`src/cal_pkg.sv`:
```
package cal_pkg;

    localparam int BUTTON_COUNT = 5;

    // Lower index wins when presses coincide
    localparam int BTN_UP    = 0;
    localparam int BTN_DOWN  = 1;
    localparam int BTN_LEFT  = 2;
    localparam int BTN_RIGHT = 3;
    localparam int BTN_MID   = 4;

    localparam int DEBOUNCE_CYCLES = 8;
    localparam int DEBOUNCE_CNT_W  = $clog2(DEBOUNCE_CYCLES);

    localparam int OP_COUNT     = 4;
    localparam int RESULT_WIDTH = 24;

    typedef logic [DEBOUNCE_CNT_W-1:0] debounce_cnt_t;
    localparam debounce_cnt_t DEBOUNCE_LAST = debounce_cnt_t'(DEBOUNCE_CYCLES - 1);

    typedef logic [3:0]              bcd_digit_t;
    // Sign on top, then digit 2, digit 1, digit 0
    typedef logic [12:0]             bcd_operand_t;
    // Bit 0 add, 1 subtract, 2 multiply, 3 divide
    typedef logic [OP_COUNT-1:0]     op_sel_t;
    typedef logic [RESULT_WIDTH-1:0] result_t;
    typedef logic [3:0]              digit_sel_t;
    typedef logic [7:0]              seg_t;

    localparam seg_t SEG_DIGITS [10] = '{
        8'b1111_1100, 8'b0110_0000, 8'b1101_1010, 8'b1111_0010, 8'b0110_0110,
        8'b1011_0110, 8'b1011_1110, 8'b1110_0000, 8'b1111_1110, 8'b1110_0110
    };
    localparam seg_t SEG_DOT   = 8'b0000_0001;
    localparam seg_t SEG_BLANK = 8'b0000_0000;

    typedef enum logic [2:0] {
        CTRL_IDLE, CTRL_INPUT_A, CTRL_INPUT_B, CTRL_EXEC, CTRL_DISPLAY
    } ctrl_state_t;

    typedef enum logic [2:0] {
        POS_IDLE, POS_DIGIT0, POS_DIGIT1, POS_DIGIT2, POS_SIGN
    } pos_state_t;

    typedef enum logic [1:0] {
        EXEC_IDLE, EXEC_INIT, EXEC_SINGLE, EXEC_DONE
    } exec_state_t;

endpackage

```
`src/cal_if.sv`:
```
// One-cycle button pulses, at most one high at a time
interface button_if;
    logic up;
    logic down;
    logic left;
    logic right;
    logic mid;

    modport source (output up, down, left, right, mid);
    modport sink   (input  up, down, left, right, mid);
endinterface

interface entry_if;
    logic entry_active;
    logic entry_restart;
    logic capture_a;
    logic capture_b;

    modport source (output entry_active, entry_restart, capture_a, capture_b);
    modport sink   (input  entry_active, entry_restart, capture_a, capture_b);
endinterface

// Four-phase req/ack between control and execution
interface exec_if;
    import cal_pkg::*;

    logic         req;
    logic         ack;
    bcd_operand_t operand_a;
    bcd_operand_t operand_b;

    modport requester (output req, input ack);
    modport operands  (output operand_a, operand_b);
    modport responder (input req, operand_a, operand_b, output ack);
endinterface

```
`src/button_input.sv`:
```
module button_input (
    input  logic                            clk,
    input  logic                            rst_n,
    input  logic [cal_pkg::BUTTON_COUNT-1:0] raw_buttons,
    button_if.source                        btn
);
    import cal_pkg::*;

    logic [BUTTON_COUNT-1:0] raw_meta;
    logic [BUTTON_COUNT-1:0] raw_sync;
    logic [BUTTON_COUNT-1:0] level;
    logic [BUTTON_COUNT-1:0] press;
    logic [BUTTON_COUNT-1:0] press_first;
    debounce_cnt_t           stable_cnt [BUTTON_COUNT];

    always_ff @(posedge clk or negedge rst_n) begin
        if (!rst_n) begin
            raw_meta <= '0;
            raw_sync <= '0;
            level    <= '0;
            press    <= '0;
            for (int i = 0; i < BUTTON_COUNT; i++) begin
                stable_cnt[i] <= '0;
            end
        end else begin
            raw_meta <= raw_buttons;
            raw_sync <= raw_meta;
            for (int i = 0; i < BUTTON_COUNT; i++) begin
                press[i] <= 1'b0;
                // Any bounce back to the old level restarts the count
                if (raw_sync[i] == level[i]) begin
                    stable_cnt[i] <= '0;
                end else if (stable_cnt[i] == DEBOUNCE_LAST) begin
                    stable_cnt[i] <= '0;
                    level[i]      <= raw_sync[i];
                    press[i]      <= raw_sync[i];
                end else begin
                    stable_cnt[i] <= stable_cnt[i] + 1'b1;
                end
            end
        end
    end

    // Keep only the lowest set bit
    assign press_first = press & (~press + 1'b1);

    assign btn.up    = press_first[BTN_UP];
    assign btn.down  = press_first[BTN_DOWN];
    assign btn.left  = press_first[BTN_LEFT];
    assign btn.right = press_first[BTN_RIGHT];
    assign btn.mid   = press_first[BTN_MID];

endmodule

```
`src/cal_control.sv`:
```
module cal_control (
    input  logic     clk,
    input  logic     rst_n,
    button_if.sink   btn,
    entry_if.source  entry,
    exec_if.requester exec,
    output logic     exe_done
);
    import cal_pkg::*;

    ctrl_state_t state;
    ctrl_state_t state_next;

    always_comb begin
        state_next = state;
        case (state)
            CTRL_IDLE: begin
                state_next = CTRL_INPUT_A;
            end
            CTRL_INPUT_A: begin
                if (btn.mid) state_next = CTRL_INPUT_B;
            end
            CTRL_INPUT_B: begin
                if (btn.mid) state_next = CTRL_EXEC;
            end
            CTRL_EXEC: begin
                if (exec.ack) state_next = CTRL_DISPLAY;
            end
            CTRL_DISPLAY: begin
                if (btn.mid) state_next = CTRL_INPUT_A;
            end
            default: begin
                state_next = CTRL_IDLE;
            end
        endcase
    end

    always_ff @(posedge clk or negedge rst_n) begin
        if (!rst_n) begin
            state <= CTRL_IDLE;
        end else begin
            state <= state_next;
        end
    end

    // Entry events fire in the transition cycle
    assign entry.entry_active  = (state == CTRL_INPUT_A) || (state == CTRL_INPUT_B);
    assign entry.entry_restart = (state != CTRL_INPUT_A) && (state_next == CTRL_INPUT_A);
    assign entry.capture_a     = (state == CTRL_INPUT_A) && (state_next == CTRL_INPUT_B);
    assign entry.capture_b     = (state == CTRL_INPUT_B) && (state_next == CTRL_EXEC);

    assign exec.req = (state == CTRL_EXEC);
    assign exe_done = (state == CTRL_DISPLAY);

endmodule

```
`src/operand_entry.sv`:
```
module operand_entry (
    input  logic                  clk,
    input  logic                  rst_n,
    button_if.sink                btn,
    entry_if.sink                 entry,
    exec_if.operands              exec,
    output cal_pkg::bcd_operand_t live_operand
);
    import cal_pkg::*;

    pos_state_t pos;
    bcd_digit_t digit [3];
    logic       sign;
    logic       entry_event;

    function automatic bcd_digit_t step_digit(bcd_digit_t d, logic up);
        if (up) begin
            return (d == 4'd9) ? 4'd0 : d + 4'd1;
        end
        return (d == 4'd0) ? 4'd9 : d - 4'd1;
    endfunction

    assign entry_event = entry.entry_restart | entry.capture_a | entry.capture_b;

    // Position moves left towards the sign, right back to digit 0
    always_ff @(posedge clk or negedge rst_n) begin
        if (!rst_n) begin
            pos <= POS_IDLE;
        end else if (entry_event) begin
            pos <= POS_IDLE;
        end else begin
            case (pos)
                POS_IDLE:   if (entry.entry_active) pos <= POS_DIGIT0;
                POS_DIGIT0: if (btn.left) pos <= POS_DIGIT1;
                POS_DIGIT1: if (btn.left) pos <= POS_DIGIT2; else if (btn.right) pos <= POS_DIGIT0;
                POS_DIGIT2: if (btn.left) pos <= POS_SIGN; else if (btn.right) pos <= POS_DIGIT1;
                POS_SIGN:   if (btn.right) pos <= POS_DIGIT2;
                default:    pos <= POS_IDLE;
            endcase
        end
    end

    always_ff @(posedge clk or negedge rst_n) begin
        if (!rst_n) begin
            digit <= '{default: '0};
            sign  <= 1'b0;
        end else if (entry_event) begin
            digit <= '{default: '0};
            sign  <= 1'b0;
        end else if (btn.up || btn.down) begin
            case (pos)
                POS_DIGIT0: digit[0] <= step_digit(digit[0], btn.up);
                POS_DIGIT1: digit[1] <= step_digit(digit[1], btn.up);
                POS_DIGIT2: digit[2] <= step_digit(digit[2], btn.up);
                POS_SIGN:   sign     <= ~sign;
                default:    ;
            endcase
        end
    end

    assign live_operand = {sign, digit[2], digit[1], digit[0]};

    // Sampled on the same edge that clears the live digits
    always_ff @(posedge clk) begin
        if (entry.capture_a) begin
            exec.operand_a <= live_operand;
        end
        if (entry.capture_b) begin
            exec.operand_b <= live_operand;
        end
    end

endmodule

```
`src/digit_scan.sv`:
```
module digit_scan (
    input  logic                  clk,
    input  logic                  rst_n,
    entry_if.sink                 entry,
    input  cal_pkg::bcd_operand_t live_operand,
    output cal_pkg::digit_sel_t   digit_ctrl,
    output cal_pkg::seg_t         digit_seg
);
    import cal_pkg::*;

    logic [1:0] scan_cnt;
    bcd_digit_t scan_digit;

    always_ff @(posedge clk or negedge rst_n) begin
        if (!rst_n) begin
            scan_cnt <= 2'd0;
        end else if (entry.entry_restart || entry.capture_a || entry.capture_b) begin
            scan_cnt <= 2'd0;
        end else if (entry.entry_active) begin
            scan_cnt <= scan_cnt + 2'd1;
        end
    end

    // Position 3 is the sign, the rest are digits 0 to 2
    assign scan_digit = live_operand[scan_cnt*4 +: 4];

    always_comb begin
        digit_ctrl = 4'b1111;
        digit_seg  = SEG_BLANK;
        if (entry.entry_active) begin
            digit_ctrl = ~(4'b0001 << scan_cnt);
            if (scan_cnt == 2'd3) begin
                digit_seg = live_operand[12] ? SEG_DOT : SEG_BLANK;
            end else if (scan_digit <= 4'd9) begin
                digit_seg = SEG_DIGITS[scan_digit];
            end
        end
    end

endmodule

```
`src/calc_exec.sv`:
```
module calc_exec (
    input  logic             clk,
    input  logic             rst_n,
    exec_if.responder        exec,
    input  cal_pkg::op_sel_t switches,
    output cal_pkg::result_t result,
    output logic             result_invalid
);
    import cal_pkg::*;

    exec_state_t state;
    op_sel_t     op_q;
    op_sel_t     op_first;
    result_t     a_bin;
    result_t     b_bin;
    result_t     op_value;
    logic        invalid;

    function automatic result_t to_binary(bcd_operand_t x);
        result_t mag;
        mag = result_t'(x[11:8]) * result_t'(100)
            + result_t'(x[7:4]) * result_t'(10)
            + result_t'(x[3:0]);
        return x[12] ? -mag : mag;
    endfunction

    assign a_bin = to_binary(exec.operand_a);
    assign b_bin = to_binary(exec.operand_b);

    // Lowest set switch wins
    assign op_first = op_q & (~op_q + 1'b1);
    assign invalid  = (op_first == '0) || (op_first[3] && (b_bin == '0));

    always_comb begin
        op_value = '0;
        case (op_first)
            4'b0001: op_value = result_t'($signed(a_bin) + $signed(b_bin));
            4'b0010: op_value = result_t'($signed(a_bin) - $signed(b_bin));
            4'b0100: op_value = result_t'($signed(a_bin) * $signed(b_bin));
            4'b1000: op_value = result_t'($signed(a_bin) / $signed(b_bin));
            default: op_value = '0;
        endcase
    end

    always_ff @(posedge clk) begin
        if (state == EXEC_IDLE && exec.req) begin
            op_q <= switches;
        end
    end

    always_ff @(posedge clk or negedge rst_n) begin
        if (!rst_n) begin
            state          <= EXEC_IDLE;
            result         <= '0;
            result_invalid <= 1'b0;
        end else begin
            case (state)
                EXEC_IDLE: begin
                    if (exec.req) state <= EXEC_INIT;
                end
                EXEC_INIT: begin
                    if (invalid) begin
                        state          <= EXEC_DONE;
                        result         <= '0;
                        result_invalid <= 1'b1;
                    end else begin
                        state <= EXEC_SINGLE;
                    end
                end
                EXEC_SINGLE: begin
                    state          <= EXEC_DONE;
                    result         <= op_value;
                    result_invalid <= 1'b0;
                end
                EXEC_DONE: begin
                    if (!exec.req) state <= EXEC_IDLE;
                end
                default: begin
                    state <= EXEC_IDLE;
                end
            endcase
        end
    end

    assign exec.ack = (state == EXEC_DONE);

endmodule

```
`src/cal_top.sv`:
```
module cal_top (
    input  logic                             clk,
    input  logic                             rst_n,
    input  logic [cal_pkg::BUTTON_COUNT-1:0] board_cal_button,
    input  cal_pkg::op_sel_t                 board_cal_switchs,
    output cal_pkg::digit_sel_t              cal_board_digit_ctrl,
    output cal_pkg::seg_t                    cal_board_digit_seg,
    output logic                             cal_board_exe_done,
    output cal_pkg::result_t                 cal_board_result,
    output logic                             cal_board_result_invalid
);
    import cal_pkg::*;

    bcd_operand_t live_operand;

    button_if btn_bus ();
    entry_if  entry_bus ();
    exec_if   exec_bus ();

    button_input u_button_input (
        .clk         (clk),
        .rst_n       (rst_n),
        .raw_buttons (board_cal_button),
        .btn         (btn_bus.source)
    );

    cal_control u_cal_control (
        .clk      (clk),
        .rst_n    (rst_n),
        .btn      (btn_bus.sink),
        .entry    (entry_bus.source),
        .exec     (exec_bus.requester),
        .exe_done (cal_board_exe_done)
    );

    operand_entry u_operand_entry (
        .clk          (clk),
        .rst_n        (rst_n),
        .btn          (btn_bus.sink),
        .entry        (entry_bus.sink),
        .exec         (exec_bus.operands),
        .live_operand (live_operand)
    );

    digit_scan u_digit_scan (
        .clk          (clk),
        .rst_n        (rst_n),
        .entry        (entry_bus.sink),
        .live_operand (live_operand),
        .digit_ctrl   (cal_board_digit_ctrl),
        .digit_seg    (cal_board_digit_seg)
    );

    calc_exec u_calc_exec (
        .clk            (clk),
        .rst_n          (rst_n),
        .exec           (exec_bus.responder),
        .switches       (board_cal_switchs),
        .result         (cal_board_result),
        .result_invalid (cal_board_result_invalid)
    );

endmodule

```
`config.mk`:
```
export PLATFORM = sky130hd
export DESIGN_NAME = cal_top
export DESIGN_NICKNAME = d
export VERILOG_FILES = /design/src/cal_pkg.sv /design/src/cal_if.sv /design/src/button_input.sv /design/src/cal_control.sv /design/src/operand_entry.sv /design/src/digit_scan.sv /design/src/calc_exec.sv /design/src/cal_top.sv
export SDC_FILE = /design/constraint.sdc
export NUM_CORES = 1
export LEC_CHECK = 0
export BUFFER_PORTS_ARGS = -buffer_cell sky130_fd_sc_hd__buf_2
export CAP_MARGIN = 10
export CELL_PAD_IN_SITES_DETAIL_PLACEMENT = 1
export CELL_PAD_IN_SITES_GLOBAL_PLACEMENT = 2
export CORE_MARGIN = 1
export CORE_UTILIZATION = 44
export DETAILED_ROUTE_END_ITERATION = 8
export PLACE_DENSITY_LB_ADDON = 0.1
export SKIP_CTS_REPAIR_TIMING = 1
export SLEW_MARGIN = 20
export SYNTH_ARGS = -nofsm -noshare
export SYNTH_HDL_FRONTEND = slang
export SYNTH_SLANG_ARGS = --single-unit
```
`constraint.sdc`:
```
create_clock -name clk -period 87.7 [get_ports clk]
set_input_delay 4.385 -clock clk [delete_from_list [all_inputs] [get_ports clk]]
set_output_delay 4.385 -clock clk [all_outputs]
set_load 0.005 [all_outputs]
```
# == Word level (Yosys, flattened, before mapping) ==
# Memories as Yosys holds them, arrays and structs flattened.
# Index checks and enable logic that the tools add are counted.
# word_totals
register_bits,113
rom_bits,128
input_bits,11
output_inout_bits,38
elab_cells,235
memories,1
# mem_list
name,words,width,rd,rd_ports_with_merged_regs,wr,line_no,rtl
(no name shown),16,8,1,0,0,digit_scan.sv:35,digit_seg = SEG_DIGITS[scan_digit];
# op_classes
add_sub_neg,22
mul,5
n_div,1
order_cmp,2
eq_ne,41
shift,2
muxes,84
bitwise_logic,14
reduce_logical,37
# op_table
op,n
24-bit one-hot mux with 4 select lines,1
24-bit 2-to-1 mux,3
3-bit 2-to-1 mux,22
4-bit 2-to-1 mux,16
24-bit by 4-bit adder with 24-bit output,2
24-bit negation,2
24-bit one-hot mux with 2 select lines,1
8-bit 2-to-1 mux,5
3-bit one-hot mux with 5 select lines,2
1-bit 2-to-1 mux,26
11-bit by 8-bit adder with 12-bit output,2
24-bit adder,1
24-bit by 24-bit divider with 24-bit output,1
24-bit logical NOT,1
24-bit by 24-bit multiplier with 24-bit output,1
12-bit 2-to-1 mux,2
24-bit subtractor,1
2-bit AND reduction,11
3-bit == test (second input constant),7
3-bit by 2-bit == test with 1-bit output (second input constant),6
4-bit by 5-bit multiplier with 9-bit output (second input constant),2
4-bit by 1-bit adder with 4-bit output (second input constant),4
4-bit == test (second input constant),4
4-bit logical NOT,4
37 further kinds,81

# == Longest topological paths before layout ==
# Gate-level depths: netlist of the first run.
# depth
word_depth,14
ltp_mapped,320
depth_no_buf,302

# == By module ==
# A second synthesis of the first run with hierarchy kept.
# unflattened
hier_cells,4437
hier_area_um2,35088.7
# modules_own_cells
mod,instances,cells_each,area_each_um2,seq_area_each_um2
calc_exec,1,4094,30945.9,795.8
operand_entry,1,175,2049.5,1181.1
button_input,1,82,1285.0,875.8
digit_scan,1,61,560.5,50.0
cal_control,1,25,247.7,75.1

# == Worst setup path before layout of the first run ==
# Ideal clock, no wire load.
# synth_timing
kind,reg2reg
startpoint,register u_operand_entry.exec.operand_b[7]
endpoint,register u_calc_exec.result[22]
setup_ns,0.150
t_arrival_ns,59.944
t_required_ns,87.550
slack_ns,27.606
path_stages_with_launch,306
path_buffers,23
period_less_slack_ns,60.094
path_cell_list,edfxtp_1 -> ha_1 -> ha_1 -> fa_1 -> ha_1 -> o21a_1 -> a2111oi_4 -> nor3_2 -> nor4_4 -> nand3_1 -> a311oi_1 -> mux2i_1 -> or2_1 -> clkbuf_1 -> nand3_1 -> nor2_1 -> ha_1 -> inv_1 -> [... 270 more ...] -> a21o_1 -> a21o_1 -> a21o_1 -> a21o_1 -> a21o_1 -> a21o_1 -> a21oi_1 -> o31ai_1 -> nand3_1 -> nand4_1 -> a221oi_1 -> ha_1 -> nand2_1 -> or3_1 -> o31ai_1 -> xnor2_1 -> nand2_1 -> o311ai_0
# synth_via
elab_chain_len,10
elab_cells_between_ends,16
cone_classes,add/sub (5); mul (2); div (1); eq/ne (1); mux (3); reduce/logical (4)
# synth_lines
item,line_no,rtl
from (decl),cal_if.sv:33,"modport operands (output operand_a, operand_b);"
from (signal assigned),operand_entry.sv:69,exec.operand_b <= live_operand;
4-bit by 3-bit multiplier with 7-bit output *,calc_exec.sv:22,+ result_t'(x[7:4]) * result_t'(10)
11-bit by 8-bit adder with 12-bit output *,calc_exec.sv:22,
24-bit by 4-bit adder with 24-bit output *,calc_exec.sv:23,+ result_t'(x[3:0]);
24-bit negation,calc_exec.sv:24,return x[12] ? -mag : mag;
24-bit 2-to-1 mux *,calc_exec.sv:24,
"parallel branches: the longest is 5 deep, another holds 24-bit by 24-bit divider with 24-bit output",n/a,
to (signal assigned),calc_exec.sv:72,result <= op_value;
to (decl),calc_exec.sv:6,"output cal_pkg::result_t result,"
# Mark *: on every way between the ends.
# A chain may end at the register's enable or synchronous reset.

# == Worst setup path in the final report of the first run ==
# layout_timing
startpoint,register u_operand_entry.exec.operand_b[5]
endpoint,register u_calc_exec.result[22]
# Same word-level chain as after synthesis.

==> results.yml, run 1 <==
status:
  status: "finished, final reports clean"
finish:
  fillCellCount: 9561
  multi_input_area_um2: 29220
  fin_nets: 5202
  seq_area_um2: 2978
  layout-drive-gt1-share_pct: 7.020
  final_area_um2: 36650
  most-common-layout-cells: "ha_1 (510), inv_1 (441), nor2_1 (432)"
  final_common_cell: "ha_1"
  area_growth_pct: 7.085
  fin_cells: 5504
detailed_routing:
  routedWlPerCell_um: 23.12
  vias_per_cell: 6.015
  num_vias: 33110
  dr.pass1.iters: 5
  drt_iter0_drc: 2104
  drt_wl_total_mm: 127.2
  drtAntennaViolNets: 0
  drc: 0
timing:
  skew_ns: 0.01105
  finalHoldViolations: 0
  drv_slew: 0
  fmax_mhz: 14.11
  worstMarginPinSlew_ns: 1.232
  rsz0062_at_grt: "false"
  timing.slew.headroom_pct: 17.60
  setup-tns-final_ns: 0
  finalCritPeriodShare_pct: 80.82
  finalCriticalPeriod_ns: 70.88
  setup_viol: 0
critical_path:
  r2r-end: "u_calc_exec.result[22]$_DFFE_PN0P_"
  rr_worst_depth: 293
  critPathKind: "flop to flop"
  start_kind: "flop"
  rr_startpoint: "u_operand_entry.exec.operand_b[5]$_DFFE_PP_"
  max_stage_delay_ns: 0.90
  critPathMostFrequentCell: "o21a_1"
  crit_start: "u_operand_entry.exec.operand_b[5]$_DFFE_PP_"
  cp.arrival_ns: 71.17
  r2r_slack_ns: 16.82
  end_kind: "flop"
  cp_max_fo: 24
  cpMaxStageDelayCell: "nor3_1"
  endpoint: "u_calc_exec.result[22]$_DFFE_PN0P_"
  crit_required_ns: 87.99
clock_network:
  clk_pin_slew_ns: 0.06
  clock_latency_ns: 0.45
  cts_tree: "yes"
  cts_root_buffer: "clkbuf_16"
  clock_path_buffers: 2
  cts_buffers: 17
  htree_levels: 4
  cts.sinks: 113
synthesis:
  yosysWarnings: 0
  ys_seq_area_share_pct: 8.701
  synthMuxAreaShare_pct: 2.687
  synthAdderAreaFrac_pct: 31.60
  synth_compound_area_share_pct: 21.53
  async_flop_share_pct: 73.45
  synth_edf_count: 30
  avgSynthCellArea_um2: 7.713
  synth_cells: 4437
  synthSimpleGateAreaFrac_pct: 20.75
  ys_ff_latch: 113
  synth_xor_area_share_pct: 8.003
  ys.flop_type: "dfrtp_1"
  syn_area_um2: 34220
  synth_top_family_by_area: "adder cells"
  ys_types: 107
floorplan:
  die_y_um: 280.9
  io_pins: 49
  rows: 101
  core_um2: 76450
  die_area_um2: 78900
  initial_utilization_pct: 44.76
  dieWidth_um: 280.9
place:
  placed_cells: 5471
  dpl_cell_area_um2: 36030
  port_buffers: 48
  place.gp.congestion: 0.9285
  dp_hpwl_mm: 102.1
run:
  maxCapViolCount: 0
grt:
  grt.total_usage_pct: 32.49
  grt_max_degree: 69
  antenna_found_initial: 4
  grt_pass1_vias: 34020
  grt.overflow.total: 0
  grt_first_pass_wirelength_mm: 198.4
hold_path:
  min_path_type: "flop to flop"
==> stage by stage <==
stage	hold slack, ns	setup WS [ns]	utilization, %
6_report	0.3442	16.82	47.94
5_1_grt	0.3486	10.34	47.93
4_1_cts	0.3479	17.58	47.93
3_5_place_dp	0.3358	17.89	47.12
3_3_place_gp	0.3329	20.31	47.12
2_1_floorplan	0.3312	27.61	-
==> layout make-up <==
type,count,share of cell area [%]
antenna,1,0.006828
clock buffer,17,1.161
clock inverter,15,0.5258
inverter,451,4.619
multi-input combinational,3748,79.72
sequential,113,8.125
tap,1030,3.516
timing repair buffer,129,2.322
==> cell usage after synthesis (10+ instances only) <==
master / count / area, µm²
o211ai_1: 24 / 180.2
a311oi_1: 11 / 96.34
a31oi_1: 47 / 294.0
o21bai_1: 13 / 97.59
a21oi_1: 237 / 1186
a21o_1: 87 / 653.1
o31ai_1: 45 / 337.8
buf_1: 18 / 67.56
fa_1: 221 / 4424
edfxtp_1: 30 / 900.9
a211oi_1: 30 / 225.2
o31a_1: 10 / 87.58
inv_1: 441 / 1655
nor3_1: 167 / 835.8
xnor2_1: 219 / 1918
nand4_1: 27 / 168.9
mux2_2: 53 / 596.8
a211o_1: 12 / 105.1
nor2_1: 437 / 1640
a22o_1: 10 / 87.58
and2_1: 52 / 325.3
a21boi_0: 16 / 120.1
nand2b_1: 62 / 387.9
dfrtp_1: 83 / 2077
or3_1: 62 / 387.9
clkbuf_1: 123 / 461.7
mux2i_1: 30 / 300.3
a22oi_1: 20 / 150.1
o22ai_1: 18 / 112.6
nand2_1: 426 / 1599
xor2_1: 79 / 691.9
ha_1: 510 / 6381
o221ai_1: 17 / 148.9
nor2b_1: 42 / 262.8
nor4_1: 10 / 62.56
or2_2: 24 / 150.1
o21ai_0: 216 / 1081
and3_1: 53 / 331.6
nor3b_1: 14 / 105.1
nand3_1: 92 / 460.4
o21a_1: 129 / 968.4
buf_2: 14 / 70.07
==> registers in the layout, indices dropped and copies added (netlist names) <==
name                            count
u_cal_control.state                 3
u_operand_entry.exec.operand_a     13
u_calc_exec.state                   2
u_button_input.level                5
u_operand_entry.exec.operand_b     13
u_operand_entry.live_operand       12
u_calc_exec.result                 24
u_digit_scan.scan_cnt               2
u_button_input.raw_meta             5
u_calc_exec.result_invalid          1
u_button_input.raw_sync             5
u_operand_entry.pos                 3
u_calc_exec.op_q                    4
u_operand_entry.sign                1
u_button_input.press                5
u_button_input.stable_cnt          15
==> how the worst min path moves through the flow <==
stage / from / to / slack (ns) / depth (start not counted)
global placement: u_button_input.raw_meta[4]$_DFF_PN0_ / u_button_input.raw_sync[4]$_DFF_PN0_ / 0.33 / 0
finish: u_button_input.raw_meta[3]$_DFF_PN0_ / u_button_input.raw_sync[3]$_DFF_PN0_ / 0.34 / 0
floorplan: u_button_input.raw_meta[0]$_DFF_PN0_ / u_button_input.raw_sync[0]$_DFF_PN0_ / 0.33 / 0
global route: u_button_input.raw_meta[3]$_DFF_PN0_ / u_button_input.raw_sync[3]$_DFF_PN0_ / 0.35 / 0
detailed placement: u_button_input.raw_meta[3]$_DFF_PN0_ / u_button_input.raw_sync[3]$_DFF_PN0_ / 0.34 / 0
CTS: u_button_input.raw_meta[3]$_DFF_PN0_ / u_button_input.raw_sync[3]$_DFF_PN0_ / 0.35 / 0
==> cell families (layout without fill, tap and decap cells) <==
kind of cell	after synthesis	after routing
compound gates	1084	1084
xor+xnor	304	304
fa+ha+maj	732	732
buf+inv	606	612
flops	113	113
mux	84	84
other cells	2	33
simple gates	1512	1512
==> critical path, delay by kind of cell (launching register included) <==
family                   cells  cell delay [ns]
AO/OA/AOI/OAI              172            38.06
AND/OR/NAND/NOR             73            17.56
adder cells (fa/ha/maj)     28             8.29
buffers and inverters       11             2.83
multiplexers                 7             2.66
XOR/XNOR                     2             0.76
flip-flops                   1             0.40
==> layer usage <==
layer,vias to the layer above,wire length (µm),GRT usage (%)
met5,-,12,0
met1,16470,59100,44.51
li1,15610,-,-
met2,861,58380,53.96
met3,171,6118,3.433
met4,2,3629,8.855
Power of run 1 is not shown: default switching activity piles up to over one toggle a cycle in this logic, so the estimate is an artifact.
==> run 2, diff against run 1 <==
CORE_UTILIZATION = 36   (was 44)
clock period = 58.4 ns   (was 87.7 ns; I/O delays follow)
==> run 2 against run 1 <==
Against the previous run:
- first-iteration DRC count fell by 15%
- setup slack got worse by 14 ns
- sequential share of layout area fell by 0.64 points
- flip-flop and latch count did not move
- die area rose by 22%
- design area rose by 8.6%
- non-clock buffer count rose by 249
- count of clock-buffer cells in the layout rose by 6
- highest routed layer is now met4
- clock skew fell by 0.0014 ns
==> results.yml, run 2 (synthesized netlist as in run 1, its figures left out) <==
finish:
  layout-drive-gt1-share_pct: 15.24
  final_common_cell: "ha_1"
  area_growth_pct: 16.31
  most-common-layout-cells: "ha_1 (507), inv_1 (440), nand2_1 (423)"
  fin_nets: 5454
  regMostFlops: "u_calc_exec.result"
  fillCellCount: 11420
  reg.largest.list: "u_calc_exec.result (24), u_button_input.stable_cnt (15)"
  largest_register_ffs: 24
timing:
  fmax_mhz: 18.02
  setup-tns-final_ns: 0
  skew_ns: 0.009614
  finalHoldViolations: 0
  setup_viol: 0
  finalCriticalPeriod_ns: 55.49
  drv_slew: 0
  finalCritPeriodShare_pct: 95.01
  timing.slew.headroom_pct: 23.23
  worstMarginPinSlew_ns: 1.147
critical_path:
  cp_max_fo: 14
  max_stage_delay_ns: 0.54
  cp.arrival_ns: 55.79
  cpMaxStageDelayCell: "or4b_1"
  start_kind: "flop"
  critPathMostFrequentCell: "o21a_1"
  critPathKind: "flop to flop"
  end_kind: "flop"
  crit_required_ns: 58.70
grt:
  antenna_found_initial: 5
  grt_max_degree: 70
  grt_first_pass_wirelength_mm: 205.3
  grt.overflow.total: 0
  grt.total_usage_pct: 27.78
  grt_pass1_vias: 34200
status:
  status: "finished, final reports clean"
clock_network:
  cts_buffers: 17
  clock_latency_ns: 0.46
  clk_pin_slew_ns: 0.06
  cts_root_buffer: "clkbuf_16"
  cts.sinks: 113
  cts_tree: "yes"
  htree_levels: 4
  clock_path_buffers: 2
floorplan:
  die_y_um: 310.3
  die_area_um2: 96300
  dieWidth_um: 310.3
  io_pins: 49
  rows: 112
  core_um2: 93750
  initial_utilization_pct: 36.51
detailed_routing:
  dr.pass1.iters: 5
  drt_iter0_drc: 1780
  drc: 0
  vias_per_cell: 5.610
  routedWlPerCell_um: 22.44
  drt_wl_total_mm: 134.2
  drtAntennaViolNets: 0
  num_vias: 33550
run:
  maxCapViolCount: 0
place:
  place.gp.congestion: 0.9057
  dp_hpwl_mm: 108.3
  port_buffers: 48
hold_path:
  min_path_type: "flop to flop"
-- run 2: changes by cell type in the layout (fill, tap and decap cells not counted), moves of 12 or more --
cell     before  now
o21ai_2       5   27
a21oi_2       4   26
o21ai_0     212  177
a21oi_1     234  209
nor2_1      432  420
buf_4        82  323
-- run 2: final timing paths --
kind | from | end | slack [ns] | cells after the start
max in group asynchronous | rst_n | u_calc_exec.result[2]$_DFFE_PN0P_ | 54.82 | 2
worst max register to register | u_operand_entry.exec.operand_b[5]$_DFFE_PP_ | u_calc_exec.result[12]$_DFFE_PN0P_ | 2.91 | 279
worst min register to register | u_button_input.raw_meta[3]$_DFF_PN0_ | u_button_input.raw_sync[3]$_DFF_PN0_ | 0.35 | 0
min in group asynchronous | rst_n | u_operand_entry.live_operand[5]$_DFFE_PN0P_ | 2.32 | 1
worst max-delay path | u_operand_entry.exec.operand_b[5]$_DFFE_PP_ | u_calc_exec.result[12]$_DFFE_PN0P_ | 2.91 | 279
worst min-delay path | u_button_input.raw_meta[3]$_DFF_PN0_ | u_button_input.raw_sync[3]$_DFF_PN0_ | 0.35 | 0
-- run 2: area by class of cell --
class	instances	area [µm²]	area share (%)
Antenna cell	1	2.502	0.006287
Clock buffer	23	478.0	1.201
Clock inverter	9	82.58	0.2075
Timing Repair Buffer	378	2768	6.953
Tap cell	1254	1569	3.942
Multi-Input combinational cell	3751	30230	75.95
Inverter	451	1697	4.262
Sequential cell	113	2978	7.481
-- run 2: metal layers --
| metal | up-vias | track usage, % | part of all wire [%] |
|---|---|---|---|
| met5 | - | 0 | 0 |
| met4 | 0 | 7.332 | 2.7 |
| met3 | 142 | 2.336 | 3.4 |
| met2 | 596 | 46.12 | 46 |
| met1 | 16720 | 38.51 | 48 |
| li1 | 16090 | - | - |
-- run 2: critical path, delay by kind of cell (launching register included) --
family	cells	cell delay [ns]
AOI/OAI and AO/OA	174	32.65
xor gates and xnor gates	1	0.25
adders and majority gates	27	8.13
buffers and inverters	6	0.63
DFF	1	0.41
muxes	8	2.18
and+or+nand+nor	63	11.00
-- run 2: through the flow --
step	cells	worst slack, ns	hold slack, ns	util, %	instance area [µm²]
finish	5980	2.912	0.3512	42.46	39810
global route	5979	-0.4573	0.3555	42.46	39800
CTS	5910	-3.002	0.3556	40.88	38320
detailed placement	5878	-2.645	0.3380	40.28	37760
global placement	5878	-0.7792	0.3321	40.28	37760
floorplan	4467	0.03753	0.3312	-	34400
Power of run 2 is left out for the same reason.
